--- src/include/vred_settings.svh ---
// Vector reduction settings
`ifndef VRED_SETTINGS_SVH
`define VRED_SETTINGS_SVH

// Vector register length in bits
`define VRED_VLEN 128

// Scalar start value and result width
`define VRED_SCALAR_W 64

// Tree depth, log2 of VLEN/8
`define VRED_LEVELS 4

`endif

--- src/hw/vred_pkg.sv ---
// Vector reduction types
`include "vred_settings.svh"

package vred_pkg;

    typedef enum logic [1:0] {
        SEW_8  = 2'b00,
        SEW_16 = 2'b01,
        SEW_32 = 2'b10,
        SEW_64 = 2'b11
    } sew_e;

    typedef enum logic [1:0] {
        RED_SUM = 2'b00,
        RED_AND = 2'b01,
        RED_OR  = 2'b10,
        RED_XOR = 2'b11
    } red_op_e;

    typedef logic [`VRED_VLEN-1:0]     vec_t;
    typedef logic [`VRED_VLEN/8-1:0]   mask_t;   // One bit per 8-bit slot
    typedef logic [`VRED_SCALAR_W-1:0] scalar_t;

    function automatic int sew_width(sew_e sew);
        case (sew)
            SEW_8:   return 8;
            SEW_16:  return 16;
            SEW_32:  return 32;
            default: return 64;
        endcase
    endfunction

    function automatic scalar_t sew_mask(sew_e sew);
        return {`VRED_SCALAR_W{1'b1}} >> (`VRED_SCALAR_W - sew_width(sew));
    endfunction

    // Pairwise combine, result wraps modulo 2^SEW
    function automatic scalar_t red_combine(red_op_e op, sew_e sew, scalar_t a, scalar_t b);
        scalar_t res;
        case (op)
            RED_SUM: res = a + b;
            RED_AND: res = a & b;
            RED_OR:  res = a | b;
            default: res = a ^ b;
        endcase
        return res & sew_mask(sew);
    endfunction

endpackage

--- src/hw/vred_input_stage.sv ---
// Reduction input register
`timescale 1ns/100ps
`include "vred_settings.svh"

module vred_input_stage
    import vred_pkg::*;
(
    input  logic    clk_i,
    input  logic    rstn_i,
    input  logic    in_valid_i,
    input  red_op_e op_i,
    input  sew_e    sew_i,
    input  vec_t    vec_i,
    input  mask_t   mask_i,
    input  scalar_t scalar_i,
    output logic    valid_o,
    output red_op_e op_o,
    output sew_e    sew_o,
    output vec_t    vec_o,
    output mask_t   mask_o,
    output scalar_t scalar_o
);

    localparam int SLOTS = `VRED_VLEN / 8;

    int    elem_cnt;
    mask_t live_mask;

    assign elem_cnt = `VRED_VLEN / sew_width(sew_i);

    // Only the first VLEN/SEW mask bits name real elements
    always_comb begin
        for (int i = 0; i < SLOTS; i++) begin
            live_mask[i] = (i < elem_cnt);
        end
    end

    always_ff @(posedge clk_i or negedge rstn_i) begin
        if (!rstn_i) begin
            valid_o <= 1'b0;
        end else begin
            valid_o <= in_valid_i;
        end
    end

    always_ff @(posedge clk_i) begin
        if (in_valid_i) begin
            op_o     <= op_i;
            sew_o    <= sew_i;
            vec_o    <= vec_i;
            mask_o   <= mask_i & live_mask;
            scalar_o <= scalar_i;
        end
    end

    a_ctrl_known: assert property (@(posedge clk_i) disable iff (!rstn_i)
        in_valid_i |-> !$isunknown({op_i, sew_i}));

endmodule

--- config.mk ---
export PLATFORM = sky130hd
export DESIGN_NAME = vred_input_stage
export DESIGN_NICKNAME = d
export VERILOG_FILES = /design/src/hw/vred_pkg.sv /design/src/hw/vred_input_stage.sv
export VERILOG_INCLUDE_DIRS = /design/src /design/src/include
export SDC_FILE = /design/constraint.sdc
export NUM_CORES = 1
export LEC_CHECK = 0
export ABC_AREA = 1
export ABC_CLOCK_PERIOD_IN_PS = 800
export BUFFER_PORTS_ARGS = -buffer_cell sky130_fd_sc_hd__buf_2
export CAP_MARGIN = 30
export CORE_AREA = 2 2 165 167
export DETAILED_ROUTE_END_ITERATION = 8
export DIE_AREA = 0 0 167 169
export GPL_TIMING_DRIVEN = 1
export SKIP_CTS_REPAIR_TIMING = 1
export SLEW_MARGIN = 25
export SYNTH_ARGS = -nofsm -noshare
export SYNTH_HDL_FRONTEND = slang
export SYNTH_SLANG_ARGS = --single-unit
--- constraint.sdc ---
create_clock -name clk_i -period 0.8 [get_ports clk_i]
set_input_delay 0.08 -clock clk_i [delete_from_list [all_inputs] [get_ports clk_i]]
set_output_delay 0.08 -clock clk_i [all_outputs]
set_load 0.02 [all_outputs]
==> results of run 1 <==
==> per-stage QoR <==
stage               TNS, ns  instances  instance area [µm²]  hold slack (ns)
floorplan                 0        248                 6530           -0.216
global placement     -17.67       1031                 9290           -0.143
detailed placement   -17.30       1031                 9290           -0.142
CTS                  -70.93       1071                 9990           -0.684
==> synthesized netlist by cell type <==
master,instances
sky130_fd_sc_hd__edfxtp_1,212
sky130_fd_sc_hd__inv_1,15
sky130_fd_sc_hd__nor2_1,14
sky130_fd_sc_hd__clkbuf_1,2
sky130_fd_sc_hd__inv_2,2
sky130_fd_sc_hd__dfrtp_1,1
sky130_fd_sc_hd__nand2_1,1
sky130_fd_sc_hd__nand2_4,1
==> cells by family after synthesis <==
| family | Yosys count | synth area share |
|---|---|---|
| flops | 213 | 0.979 |
| simple gates | 16 | 0.0103 |
| buf+inv | 19 | 0.0109 |
==> results.txt, run 1 <==
Counting every sink on the clock net gives 213. The worst endpoint type is an output port. Yosys attributes the largest share of cell area to sky130_fd_sc_hd__edfxtp_1 (97%), sky130_fd_sc_hd__inv_1 (0.86%), sky130_fd_sc_hd__nor2_1 (0.80%). The maximum level of the CTS H-tree is 1. TritonCTS created 23 clock buffers. The maximum number of pins on one net before global-route repair came out at 53. The number of synthesized register bits is 213. The flow stopped in 5_1_grt. The largest total area in the synthesized netlist belongs to sky130_fd_sc_hd__edfxtp_1. The run stopped with a tool error. The tool reported: "[ERROR RSZ-0060] Max buffer count reached". The number of nets handed over by synthesis was 463. Synthesis handed over a netlist of 248 instances. The horizontal die dimension came out at 167 µm. In this run the deepest clock path goes through 3 buffers. The mean area per synthesized cell came out at between 20 and 30 µm².

The initial utilization of the core area, before any placement, comes to 0.246. The top-level I/O count came out at 428. The pre-CTS setup slack is -0.121 ns. The die extent in y is 169 µm. At the end of routability-driven placement, the weighted congestion stood at 0.739. When the global-route repair_timing finished, the worst setup path ended at vec_o[74]. The share of the synthesized area in the top cell type is 0.975. In this run the clock root is driven by a sky130_fd_sc_hd__clkbuf_16. Buffers placed on the I/O ports in this run total 427.

The row count came out at 60. Summing every instance area after synthesis gives around 6500 µm². The sequential element share of the synthesized area is 0.979. The yosys synthesis warning count is 0. The number of unique standard cell types used by synthesis is 8.
==> run 2: changes to the inputs <==
Settings changed: ABC_CLOCK_PERIOD_IN_PS 800 to 1050, CORE_AREA 2 2 165 167 to not set, CORE_MARGIN set to 2, CORE_UTILIZATION set to 20, DIE_AREA 0 0 167 169 to not set, PLACE_DENSITY_LB_ADDON set to 0.15.
Clock period 0.8 ns to 1.05 ns, I/O delays scaled along.
==> run 2 against run 1 <==
Compared with the run above: the flow now finishes, with violations (negative setup slack); synthesized area unchanged; synthesized cell count is the same.
==> results.txt, run 2 <==
Outcome: complete, but fails checks (was did not finish). The checks that failed: negative setup slack. The analysis attributes to cell leakage a power of 5.59 nW.

The mapped cell area came out at 6530 µm² (unchanged). The maximum clock frequency is 835 MHz. The slowest stage of the critical path is the sky130_fd_sc_hd__edfxtp_1 cell. The worst hold slack came out at 0.0453 ns. The ratio of total power to cell area came out at ~1600 nW/µm².

The worst hold-check path type is in -> reg. The total overflow reported by the global router came out at 0. The die extent in y is 185 µm (was 169 µm). The effective utilization at floorplan is 0.202 (was 0.246). The number of synthesized register bits is 213 (unchanged). The share of the synthesized area in the top cell type came out at 0.975 (unchanged). The final count of hold timing violations came to 0. The vias after detailed routing came out at 4983. The detailed router put a total of 7220 µm of wire on met1.

The area of the die is ~34000 µm². Counting flops per register, the top entry is vec_o. The post-detailed-placement half-perimeter wirelength came out at 14500 µm. The worst path setup slack after routing is -0.148 ns. STA classifies the critical path startpoint as a flop. The number of cells produced by synthesis is 248 (unchanged). The sequential element share of the synthesized area is 0.979 (unchanged).

The maximum level of the CTS H-tree came out at 1 (unchanged). The number of unique standard cell types used by synthesis is 8 (unchanged). The top-level I/O count came out at 428 (unchanged). The total core area is 32400 µm². After the last flow step, the layout net total stands at 1145. The utilization of the core after routing is 0.412. The number of iterations in the first detailed-routing pass came out at 4.

The largest family of logic cells by synthesized area is buffers and inverters (unchanged). The largest single stage delay on the critical path is 0.42 ns. In this run the tightest slew margin relative to its limit is 0.805. The maximum clock insertion buffer count is 3 (unchanged). The commonest non-fill, non-tap cell in the layout is sky130_fd_sc_hd__buf_2. The wire length of the first global-routing pass is about 26000 µm. The row count is 66 (was 60). The count of maximum capacitance violations came out at 0. The cell taking the most area after synthesis is sky130_fd_sc_hd__edfxtp_1 (unchanged). The last weighted congestion value of the routability-driven placer was 0.713 (was 0.739).

The worst setup path is captured at a primary output. Setup repair after global routing could not meet its margin everywhere. The clock tree root driver cell was sky130_fd_sc_hd__clkbuf_16 (unchanged). The simple-gate share of the synthesized area came out at 0.0103 (unchanged).

The flip-flop count of the largest register, all copies and words added came out at between 100 and 150. The number of synthesized flops with an enable pin is 212 (unchanged). The antenna violation net count after detailed routing came out at 0. The flip-flop cell with the highest count after synthesis is sky130_fd_sc_hd__edfxtp_1 (unchanged). The number of inserted diodes came out at 0. The number of sinks on the clock net was 213 (unchanged). The pre-CTS setup slack is 0.0665 ns (was -0.121 ns). Compared with the post-synthesis result, the final layout area differs by 104%. The total negative slack for setup checks is -20.34 ns. The largest registers in the layout are vec_o (128), scalar_o (64), mask_o (16).

The horizontal die dimension came out at 185 µm (was 167 µm). The uppermost layer routed is met4. The transition time at the pin with the least slew margin is approximately 0.3 ns. Entering global routing, the biggest net connects 28 pins. The highest fanout seen on the critical path came out at 1.

Post-synth top cells: sky130_fd_sc_hd__edfxtp_1 (212), sky130_fd_sc_hd__inv_1 (15), sky130_fd_sc_hd__nor2_1 (14) (unchanged). The largest voltage drop on the vdd net is 1.32 mV. For this block, the routed nets add up to 21000 µm of wire.

The time the final worst path needs with I/O delays and setup came out at 1.20 ns. TritonCTS built the clock tree. In the final layout, the share of cells above drive strength 1 is 0.501.

The share of the synthesized area in compound gates (AO/OA/AOI/OAI) is 0 (unchanged). The most frequently used cell type in the post-synthesis netlist is sky130_fd_sc_hd__edfxtp_1 (unchanged). Together, buffers and inverters on the worst path number 1.

Traced cell by cell, the critical path runs through buf_6. The combined global-route utilization of all metal layers is 0.102. The clock transition at the registers of the reported paths is 0.06 ns.

The mean area per synthesized cell was 26.3 µm² (unchanged). The post-detailed-route DRC marker count came out at 0. The number of nets produced by synthesis came out at 463 (unchanged). The number of CTS-inserted buffers was 24 (was 23). The average detailed-routed wire length per instance is 15.1 µm. The number of antenna violations at the first check in global routing is 0.

The xor/xnor share of the synthesized area is 0 (unchanged). The setup-violating endpoint count in the final report came out at 213. The count of final max-slew check failures came out at 0. The via count normalized by instance count came out at about 3.6.

For the worst setup path, the data required time is 0.94 ns. In the layout the commonest cells are sky130_fd_sc_hd__buf_2 (261), sky130_fd_sc_hd__dlygate4sd3_1 (214), sky130_fd_sc_hd__edfxtp_1 (212). The yosys synthesis warning count is 0 (unchanged). The port buffer count is 427 (unchanged).

The number of global-route vias before repair came out at around 4300. The routed design uses 11200 µm of met2 wire. The share of the clock period used by the worst path is 1.14.

The proportion of synthesized area in mux cells is 0 (unchanged). Summed over all nets, wire length on met3 after detailed routing comes to 1950 µm. The worst endpoint data arrival time is between 1 and 1.5 ns. The proportion of register bits with asynchronous set or reset after synthesis is 0.00469 (unchanged). Largest cells by area after synthesis: sky130_fd_sc_hd__edfxtp_1 (97%), sky130_fd_sc_hd__inv_1 (0.86%), sky130_fd_sc_hd__nor2_1 (0.80%) (unchanged).

The kind of cell with the highest combined delay along the critical path is flip-flops. The critical path is of the reg -> out type. The number of DRC markers after the initial detailed-route iteration is 167.

The synthesized-area fraction occupied by adder cells came out at 0 (unchanged).
run 2: cell counts after synthesis:
No cell type changed its count.
run 2: logic make-up (layout without fill, tap and decap cells):
family                 after synthesis  count (layout)
DFF                                213             213
and+or+nand+nor                     16              16
buffers and inverters               19             719
run 2: metrics by stage:
step | area, µm² | cells | total power [W]
after floorplan | 6530 | 248 | 0.0114
after global placement | 9420 | 1132 | 0.0127
after detailed placement | 9420 | 1132 | 0.0127
after CTS | 10200 | 1176 | 0.0208
after global routing | 13300 | 1390 | 0.0227
final | 13300 | 1390 | 0.0218
run 2: area by class of cell:
type	count	area, µm²
clock buffer	39	678
clock inverter	5	50.0
fill	2993	19000
inverter	17	63.8
multi-input combinational	16	67.6
sequential	213	6390
tap	442	553
timing repair buffer	658	5520
run 2: metal layers:
metal  GRT usage  vias up
met3      0.0500       35
met1      0.0985     2363
li1            -     2334
met4      0.0406        0
met2       0.185      251
met5           0        -
run 2: path summary, 6_finish.rpt:
path / slack (ns) / cells past startpoint / from / to
max: -0.15 / 1 / vec_o[66] / vec_o[66]
min: 0.05 / 1 / in_valid_i / scalar_o[63]
max in group asynchronous: 0.47 / 3 / rstn_i / valid_o
min in group asynchronous: 0.46 / 3 / rstn_i / valid_o
run 2: power breakdown:
group          switching, W  total (W)  internal (W)
combinational       0.00159    0.00346       0.00187
sequential         0.000274     0.0104        0.0101
clock               0.00328    0.00791       0.00464
total               0.00514     0.0218        0.0166
Power figures use the tool's default switching activity.
