$ cat src/include/vred_settings.svh
// Vector reduction settings
`ifndef VRED_SETTINGS_SVH
`define VRED_SETTINGS_SVH

// Vector register length in bits
`define VRED_VLEN 128

// Scalar start value and result width
`define VRED_SCALAR_W 64

// Tree depth, log2 of VLEN/8
`define VRED_LEVELS 4

`endif

$ cat src/hw/vred_pkg.sv
// Vector reduction types
`include "vred_settings.svh"

package vred_pkg;

    typedef enum logic [1:0] {
        SEW_8  = 2'b00,
        SEW_16 = 2'b01,
        SEW_32 = 2'b10,
        SEW_64 = 2'b11
    } sew_e;

    typedef enum logic [1:0] {
        RED_SUM = 2'b00,
        RED_AND = 2'b01,
        RED_OR  = 2'b10,
        RED_XOR = 2'b11
    } red_op_e;

    typedef logic [`VRED_VLEN-1:0]     vec_t;
    typedef logic [`VRED_VLEN/8-1:0]   mask_t;   // One bit per 8-bit slot
    typedef logic [`VRED_SCALAR_W-1:0] scalar_t;

    function automatic int sew_width(sew_e sew);
        case (sew)
            SEW_8:   return 8;
            SEW_16:  return 16;
            SEW_32:  return 32;
            default: return 64;
        endcase
    endfunction

    function automatic scalar_t sew_mask(sew_e sew);
        return {`VRED_SCALAR_W{1'b1}} >> (`VRED_SCALAR_W - sew_width(sew));
    endfunction

    // Pairwise combine, result wraps modulo 2^SEW
    function automatic scalar_t red_combine(red_op_e op, sew_e sew, scalar_t a, scalar_t b);
        scalar_t res;
        case (op)
            RED_SUM: res = a + b;
            RED_AND: res = a & b;
            RED_OR:  res = a | b;
            default: res = a ^ b;
        endcase
        return res & sew_mask(sew);
    endfunction

endpackage

$ cat src/hw/vred_scalar_merge.sv
// Scalar merge and result register
`timescale 1ns/100ps
`include "vred_settings.svh"

module vred_scalar_merge
    import vred_pkg::*;
(
    input  logic    clk_i,
    input  logic    rstn_i,
    input  logic    valid_i,
    input  red_op_e op_i,
    input  sew_e    sew_i,
    input  vec_t    vec_i,
    input  mask_t   mask_i,
    input  scalar_t scalar_i,
    output logic    out_valid_o,
    output scalar_t result_o
);

    scalar_t elem0;
    scalar_t scalar_lo;
    scalar_t merged;

    assign elem0     = vec_i[`VRED_SCALAR_W-1:0] & sew_mask(sew_i);
    assign scalar_lo = scalar_i & sew_mask(sew_i);

    // Empty reduction leaves the start value alone
    assign merged = mask_i[0] ? red_combine(op_i, sew_i, elem0, scalar_lo) : scalar_lo;

    always_ff @(posedge clk_i or negedge rstn_i) begin
        if (!rstn_i) begin
            out_valid_o <= 1'b0;
            result_o    <= '0;
        end else begin
            out_valid_o <= valid_i;
            if (valid_i) begin
                result_o <= merged;   // Held between items
            end
        end
    end

    a_zero_ext: assert property (@(posedge clk_i) disable iff (!rstn_i)
        out_valid_o |-> ((result_o & ~sew_mask($past(sew_i))) == '0));

endmodule

$ cat config.mk
export PLATFORM = sky130hd
export DESIGN_NAME = vred_scalar_merge
export DESIGN_NICKNAME = d
export VERILOG_FILES = /design/src/hw/vred_pkg.sv /design/src/hw/vred_scalar_merge.sv
export VERILOG_INCLUDE_DIRS = /design/src /design/src/include
export SDC_FILE = /design/constraint.sdc
export NUM_CORES = 1
export LEC_CHECK = 0
export ABC_CLOCK_PERIOD_IN_PS = 1500
export BUFFER_PORTS_ARGS = -buffer_cell sky130_fd_sc_hd__buf_2
export CAP_MARGIN = 20
export CORE_MARGIN = 2
export CORE_UTILIZATION = 56
export CTS_BUF_LIST = sky130_fd_sc_hd__clkbuf_4 sky130_fd_sc_hd__clkbuf_8
export DETAILED_ROUTE_END_ITERATION = 6
export PLACE_DENSITY = 0.91
export SYNTH_ARGS = -nofsm -noshare
export SYNTH_HDL_FRONTEND = slang
export SYNTH_SLANG_ARGS = --single-unit
$ cat constraint.sdc
create_clock -name clk_i -period 1.5 [get_ports clk_i]
set_input_delay 0.075 -clock clk_i [delete_from_list [all_inputs] [get_ports clk_i]]
set_output_delay 0.075 -clock clk_i [all_outputs]
set_load 0.03 [all_outputs]
==> results of run 1 <==
-- Yosys cell counts (4+ instances only) --
master / count
sky130_fd_sc_hd__xnor2_1: 29
sky130_fd_sc_hd__o211ai_1: 11
sky130_fd_sc_hd__nand3_1: 17
sky130_fd_sc_hd__o22ai_1: 10
sky130_fd_sc_hd__and3_1: 12
sky130_fd_sc_hd__mux2i_1: 54
sky130_fd_sc_hd__nand4_1: 17
sky130_fd_sc_hd__a21o_1: 33
sky130_fd_sc_hd__nor3_1: 16
sky130_fd_sc_hd__mux4_2: 13
sky130_fd_sc_hd__ha_1: 127
sky130_fd_sc_hd__and2_1: 7
sky130_fd_sc_hd__nor2b_1: 7
sky130_fd_sc_hd__a31oi_1: 15
sky130_fd_sc_hd__xor2_1: 20
sky130_fd_sc_hd__a221oi_1: 11
sky130_fd_sc_hd__nand2_1: 200
sky130_fd_sc_hd__o21bai_1: 13
sky130_fd_sc_hd__buf_1: 11
sky130_fd_sc_hd__a21boi_0: 4
sky130_fd_sc_hd__buf_2: 8
sky130_fd_sc_hd__nor2_1: 84
sky130_fd_sc_hd__mux2_2: 6
sky130_fd_sc_hd__nand2b_1: 13
sky130_fd_sc_hd__o2111ai_1: 10
sky130_fd_sc_hd__dfrtp_1: 65
sky130_fd_sc_hd__o21a_1: 19
sky130_fd_sc_hd__nor4_1: 8
sky130_fd_sc_hd__clkbuf_1: 76
sky130_fd_sc_hd__a211oi_1: 11
sky130_fd_sc_hd__o21ai_1: 24
sky130_fd_sc_hd__o21ai_0: 84
sky130_fd_sc_hd__inv_1: 176
sky130_fd_sc_hd__o221ai_1: 48
sky130_fd_sc_hd__a21oi_1: 125
-- repair_timing --
| action | in CTS |
|---|---|
| endpoints found under the setup margin | 60 |
| hold buffers | 4 |
| resized for setup | 148 |
| cloned | 2 |
| pin swaps | 73 |
| buffers inserted | 28 |
| hold endpoints to repair | 68 |
-- cells by family after synthesis --
family,synth area share [%]
fa+ha+maj,15.5
compound gates,29.0
mux,8.67
flops,15.7
simple gates,17.1
buf+inv,9.89
xor+xnor,4.13
-- per-layer routing --
| layer | overflow | global-route usage (%) |
|---|---|---|
| met2 | 369 | 107 |
| met1 | 24 | 89.3 |
| met4 | 244 | 103 |
| met5 | 2 | 61.2 |
| met3 | 27 | 82.9 |
-- per-stage QoR --
stage,area [µm²],setup TNS (ns),util [%],setup slack [ns],cells
floorplan,11100,-59.26,-,-1.45,1441
global placement,14500,-75.70,80.0,-1.54,2112
detailed placement,14500,-84.37,80.0,-1.76,2112
CTS,15700,-55.23,86.7,-1.16,2161
==> Implementation_results.wiki, run 1 <==
{| class="wikitable"
! Metric !! Value
|-
| Number of sinks handled by clock tree synthesis || 65
|-
| Die width || 140 µm
|-
| Number of port buffers || 200
|-
| HPWL after DPL || 32500 µm
|-
| Error || [ERROR GRT-0232] Routing congestion too high. Check the congestion heatmap in the GUI.
|-
| Core Rows || 49
|-
| Netlist Area Pre-Place || 0.0104 mm²
|-
| Number of synthesized register bits || 65
|-
| Pin count of the biggest net entering global routing || 66
|-
| Mean cell area of the mapped netlist || 7.21 µm²
|-
| Number of enable-type register cells in the synthesized netlist || 0
|-
| Cell at the root of the clock tree || sky130_fd_sc_hd__clkbuf_8
|-
| Total number of yosys warnings || 0
|-
| Maximum level of the CTS H-tree || 3
|-
| Seq/Total Area, Yosys || 15.7%
|-
| Top-area cell type share of the netlist area || 15.7%
|-
| Max Buffers Root-to-Sink || 2
|-
| Grt total ovfl || 666
|-
| Library cell with the largest summed area after synthesis || sky130_fd_sc_hd__dfrtp_1
|-
| Status || aborted with a tool error
|-
| Async SR Flop Fraction || 100%
|-
| Post-Synthesis Cells || 1441
|-
| Syn_nets || 1784
|-
| Total global routing track utilization || 93.8%
|-
| Final Wtd Congestion || 1.05
|-
| Starting density of the core || 57.4%
|-
| Number of different library cells in the post-synthesis netlist || 73
|-
| Boundary pin count || 280
|-
| Halt point of the flow || global routing (5_1_grt)
|-
| Die height || 140 µm
|-
| Biggest area contributors in the synthesized netlist || sky130_fd_sc_hd__dfrtp_1 (16%), sky130_fd_sc_hd__ha_1 (15%), sky130_fd_sc_hd__nand2_1 (7.2%)
|-
| Num CTS Buffers || 9
|-
| Dominant register cell in the synthesized netlist || sky130_fd_sc_hd__dfrtp_1
|}
==> run 2, diff against run 1 <==
--- a/config.mk
+++ b/config.mk
@@ -10,10 +10,9 @@
 export BUFFER_PORTS_ARGS = -buffer_cell sky130_fd_sc_hd__buf_2
 export CAP_MARGIN = 20
 export CORE_MARGIN = 2
-export CORE_UTILIZATION = 56
-export CTS_BUF_LIST = sky130_fd_sc_hd__clkbuf_4 sky130_fd_sc_hd__clkbuf_8
+export CORE_UTILIZATION = 40
 export DETAILED_ROUTE_END_ITERATION = 6
-export PLACE_DENSITY = 0.91
+export PLACE_DENSITY_LB_ADDON = 0.15
 export SYNTH_ARGS = -nofsm -noshare
 export SYNTH_HDL_FRONTEND = slang
 export SYNTH_SLANG_ARGS = --single-unit
==> Implementation_results.wiki, run 2 <==
{| class="wikitable"
! Metric !! Value
|-
| Number of maximum-capacitance constraint violations || 0
|-
| Endpoint class of the critical path || flip-flop
|-
| DR vias/cell || 5.59
|-
| Clock period minus worst slack || 2.71 ns
|-
| Starting density of the core || 41.0% (was 57.4%)
|-
| Cell at the root of the clock tree || sky130_fd_sc_hd__clkbuf_16 (was sky130_fd_sc_hd__clkbuf_8)
|-
| Number of different library cells in the post-synthesis netlist || 73 (unchanged)
|-
| Peak per-stage delay on the critical path || 0.49 ns
|-
| Num CTS Buffers || 9 (unchanged)
|-
| Number of nets still failing antenna checks after routing || 0
|-
| Proportion of layout cells with a drive suffix above 1 || 47.8%
|-
| Failing checks || setup timing
|-
| Max Buffers Root-to-Sink || 2 (unchanged)
|-
| TritonCTS clock tree || built
|-
| Die Area || 0.0273 mm²
|-
| Register-to-Register Path Depth || 5
|-
| Number of antenna violations at the first check in global routing || 0
|-
| Clock edge transition at the registers on the reported setup and hold paths || 0.06 ns
|-
| Number of global-route vias before repair || 12747
|-
| Final critical-path share of the clock period || 181%
|-
| Number of enable-type register cells in the synthesized netlist || 0 (unchanged)
|-
| Total number of yosys warnings || 0 (unchanged)
|-
| Vias after detailed routing || 12980
|-
| Maximum fanout along the worst path || 7
|-
| Seq/Total Area, Yosys || 15.7% (unchanged)
|-
| Top Family by Delay on Critical Path || simple AND/OR/NAND/NOR gates
|-
| Total global routing track utilization || 31.5%
|-
| 1st-pass router iterations || 5
|-
| Boundary pin count || 280 (unchanged)
|-
| Final Wtd Congestion || 0.938 (was 1.05)
|-
| Global-route wire length before repair || 67300 µm
|-
| Sum of buffers and inverters on the critical path || 2
|-
| Library cell with the largest summed area after synthesis || sky130_fd_sc_hd__dfrtp_1 (unchanged)
|-
| Setup skew after layout || 0 ns
|-
| Async SR Flop Fraction || 100% (unchanged)
|-
| Grt total ovfl || 0
|-
| Biggest area contributors in the synthesized netlist || sky130_fd_sc_hd__dfrtp_1 (16%), sky130_fd_sc_hd__ha_1 (15%), sky130_fd_sc_hd__nand2_1 (7.2%) (unchanged)
|-
| Required arrival time at the worst endpoint || 1.73 ns
|-
| Commonest non-fill, non-tap cells in the layout || sky130_fd_sc_hd__buf_4 (389), sky130_fd_sc_hd__buf_2 (189), sky130_fd_sc_hd__inv_1 (164)
|-
| Unrepaired setup endpoints after global routing || yes
|-
| Area inside the core boundary || 0.0253 mm²
|-
| Status || finished with violations (was aborted with a tool error)
|-
| Netlist Area Pre-Place || 0.0104 mm² (unchanged)
|-
| Max-slew violation count || 0
|-
| Wirelength, routed || 44500 µm
|-
| Final antenna diode count || 0
|-
| Maximum VDD drop || 0.000398 V
|-
| DRC violations left || 0
|-
| Worst relative slew slack || 67.9%
|-
| Top-area cell type share of the netlist area || 15.7% (unchanged)
|-
| Total number of cells along the worst setup path || 14
|-
| Crit-path cells || buf_8 -> or2_4 -> and2_4 -> ha_4 -> buf_6 -> nand2_4 -> a2111oi_4 -> a21oi_2 -> nor3b_4 -> a21oi_2 -> xnor2_1 -> mux4_2 -> mux2i_2 -> o22ai_1
|-
| Worst Hold Class || in -> reg
|-
| Pin count of the biggest net entering global routing || 75
|-
| Post-Synthesis Cells || 1441 (unchanged)
|-
| Most common cell after layout, fill and taps aside || sky130_fd_sc_hd__buf_4
|-
| Number of sinks handled by clock tree synthesis || 65 (unchanged)
|-
| Die width || 165 µm (was 140 µm)
|-
| Actual slew at the worst max-slew pin || 0.477 ns
|-
| Worst setup SP type || primary input
|-
| DRC marker count from the first detailed-route iteration || 929
|-
| Endpoints failing hold || 0
|-
| Largest register by flop count || result_o
|-
| Number of nets in the final layout || 2331
|-
| Total negative setup slack || -55.08 ns
|-
| Clock insertion delay at the later pin of the skew report || 0.36 ns
|-
| Lkg Pwr || 8.89 nW
|-
| Final routed wire length divided by cell count || 19.2 µm
|-
| CP Class || in -> reg
|-
| Number of port buffers || 200 (unchanged)
|-
| Crit path setup slack, layout || -1.21 ns
|-
| Power density cells || 541 mW/mm²
|-
| Syn_nets || 1784 (unchanged)
|-
| Maximum level of the CTS H-tree || 3 (unchanged)
|-
| Setup-violating endpoint count in the final report || 60
|-
| Worst-path cell with the longest stage delay || sky130_fd_sc_hd__mux4_2
|-
| Dominant cell type by count on the critical path || sky130_fd_sc_hd__a21oi_2
|-
| Core Rows || 58 (was 49)
|-
| Number of synthesized register bits || 65 (unchanged)
|-
| Max FFs per register || 64
|-
| Most numerous cell in the Yosys netlist || sky130_fd_sc_hd__nand2_1 (unchanged)
|-
| Maximum clock rate || 369 MHz
|-
| HPWL after DPL || 32600 µm (was 32500 µm)
|-
| Mean cell area of the mapped netlist || 7.21 µm² (unchanged)
|-
| Area overhead of the layout relative to synthesis || 67.2%
|-
| Count of cells along the worst hold path || 3
|-
| Crit path arrival time || 2.94 ns
|-
| Worst setup slack after placement || -1.75 ns (was -1.76 ns)
|-
| Cell types with the highest counts after synthesis || sky130_fd_sc_hd__nand2_1 (200), sky130_fd_sc_hd__inv_1 (176), sky130_fd_sc_hd__ha_1 (127) (unchanged)
|-
| Die height || 165 µm (was 140 µm)
|-
| Registers with the highest flip-flop counts || result_o: 64 flops, out_valid_o: 1 flops
|-
| Dominant register cell in the synthesized netlist || sky130_fd_sc_hd__dfrtp_1 (unchanged)
|}
-- run 2: cell counts after synthesis --
Identical to the previous run, type by type.
-- run 2: per-layer routing --
metal / up-vias / wire, µm / GRT usage, %
met3: 111 / 2340 / 3.42
met5: - / 0 / 0
met1: 6185 / 19500 / 41.3
li1: 6191 / - / -
met2: 493 / 21200 / 53.3
met4: 0 / 1550 / 11.5
-- run 2: worst reg2reg max path: cells and delay by family (launching register included) --
family	cells	cell delay (ns)
AO/OA/AOI/OAI	3	0.55
AND/OR/NAND/NOR	2	0.24
flip-flops	1	0.41
-- run 2: kinds of logic (layout without fill, tap and decap cells) --
logic type	count (synthesis)	count (layout)	share of synthesized area [%]
compound gates	457	457	29.0
xor+xnor	49	49	4.13
fa+ha+maj	128	128	15.5
buf+inv	271	822	9.89
flops	65	65	15.7
mux	73	73	8.67
simple gates	398	399	17.1
-- run 2: path summary, 6_finish.rpt --
check / start / to / slack, ns
worst min register to register: result_o[41] / result_o[41] / 0.48
worst min-delay path: scalar_i[19] / result_o[19] / 0.008
min in group asynchronous: rstn_i / result_o[5] / 0.27
worst max register to register: result_o[62] / result_o[62] / 0.20
worst max-delay path: sew_i[0] / result_o[29] / -1.21
max in group asynchronous: rstn_i / result_o[40] / 0.90
-- run 2: stage by stage --
step | cell area, µm² | hold slack (ns) | power [mW] | instances | util [%]
floorplan | 11100 | -0.221 | 4.49 | 1441 | -
global placement | 14800 | 0.123 | 6.14 | 2251 | 58.5
detailed placement | 14800 | 0.130 | 6.20 | 2251 | 58.5
CTS | 16500 | 0.00312 | 9.03 | 2304 | 65.3
global route | 17400 | 0.0142 | 9.84 | 2323 | 68.5
finish | 17400 | 0.00777 | 9.39 | 2323 | 68.5
-- run 2: report_power, final --
part           switching, mW  internal, mW
clock network           1.09          1.31
logic                   2.72          2.25
registers              0.101          1.93
-- run 2: repair_timing --
| action | CTS | global route |
|---|---|---|
| setup endpoints to repair | 61 | 61 |
| pin swaps | 104 | 118 |
| cloned | 3 | 0 |
| resized for setup | 217 | 135 |
| buffers inserted | 33 | 25 |
| hold endpoints to repair | 65 | 0 |
| hold buffers | 1 | 0 |
-- run 2: final cells by class --
class | instances | area (µm²)
clock inverters | 7 | 78.8
well taps | 330 | 413
multi-input cells | 1106 | 9740
fillers | 2102 | 7970
clock buffers | 9 | 225
flip-flops and latches | 65 | 1630
repair buffers | 630 | 4590
inverters | 176 | 683
Power figures use the tool's default switching activity.
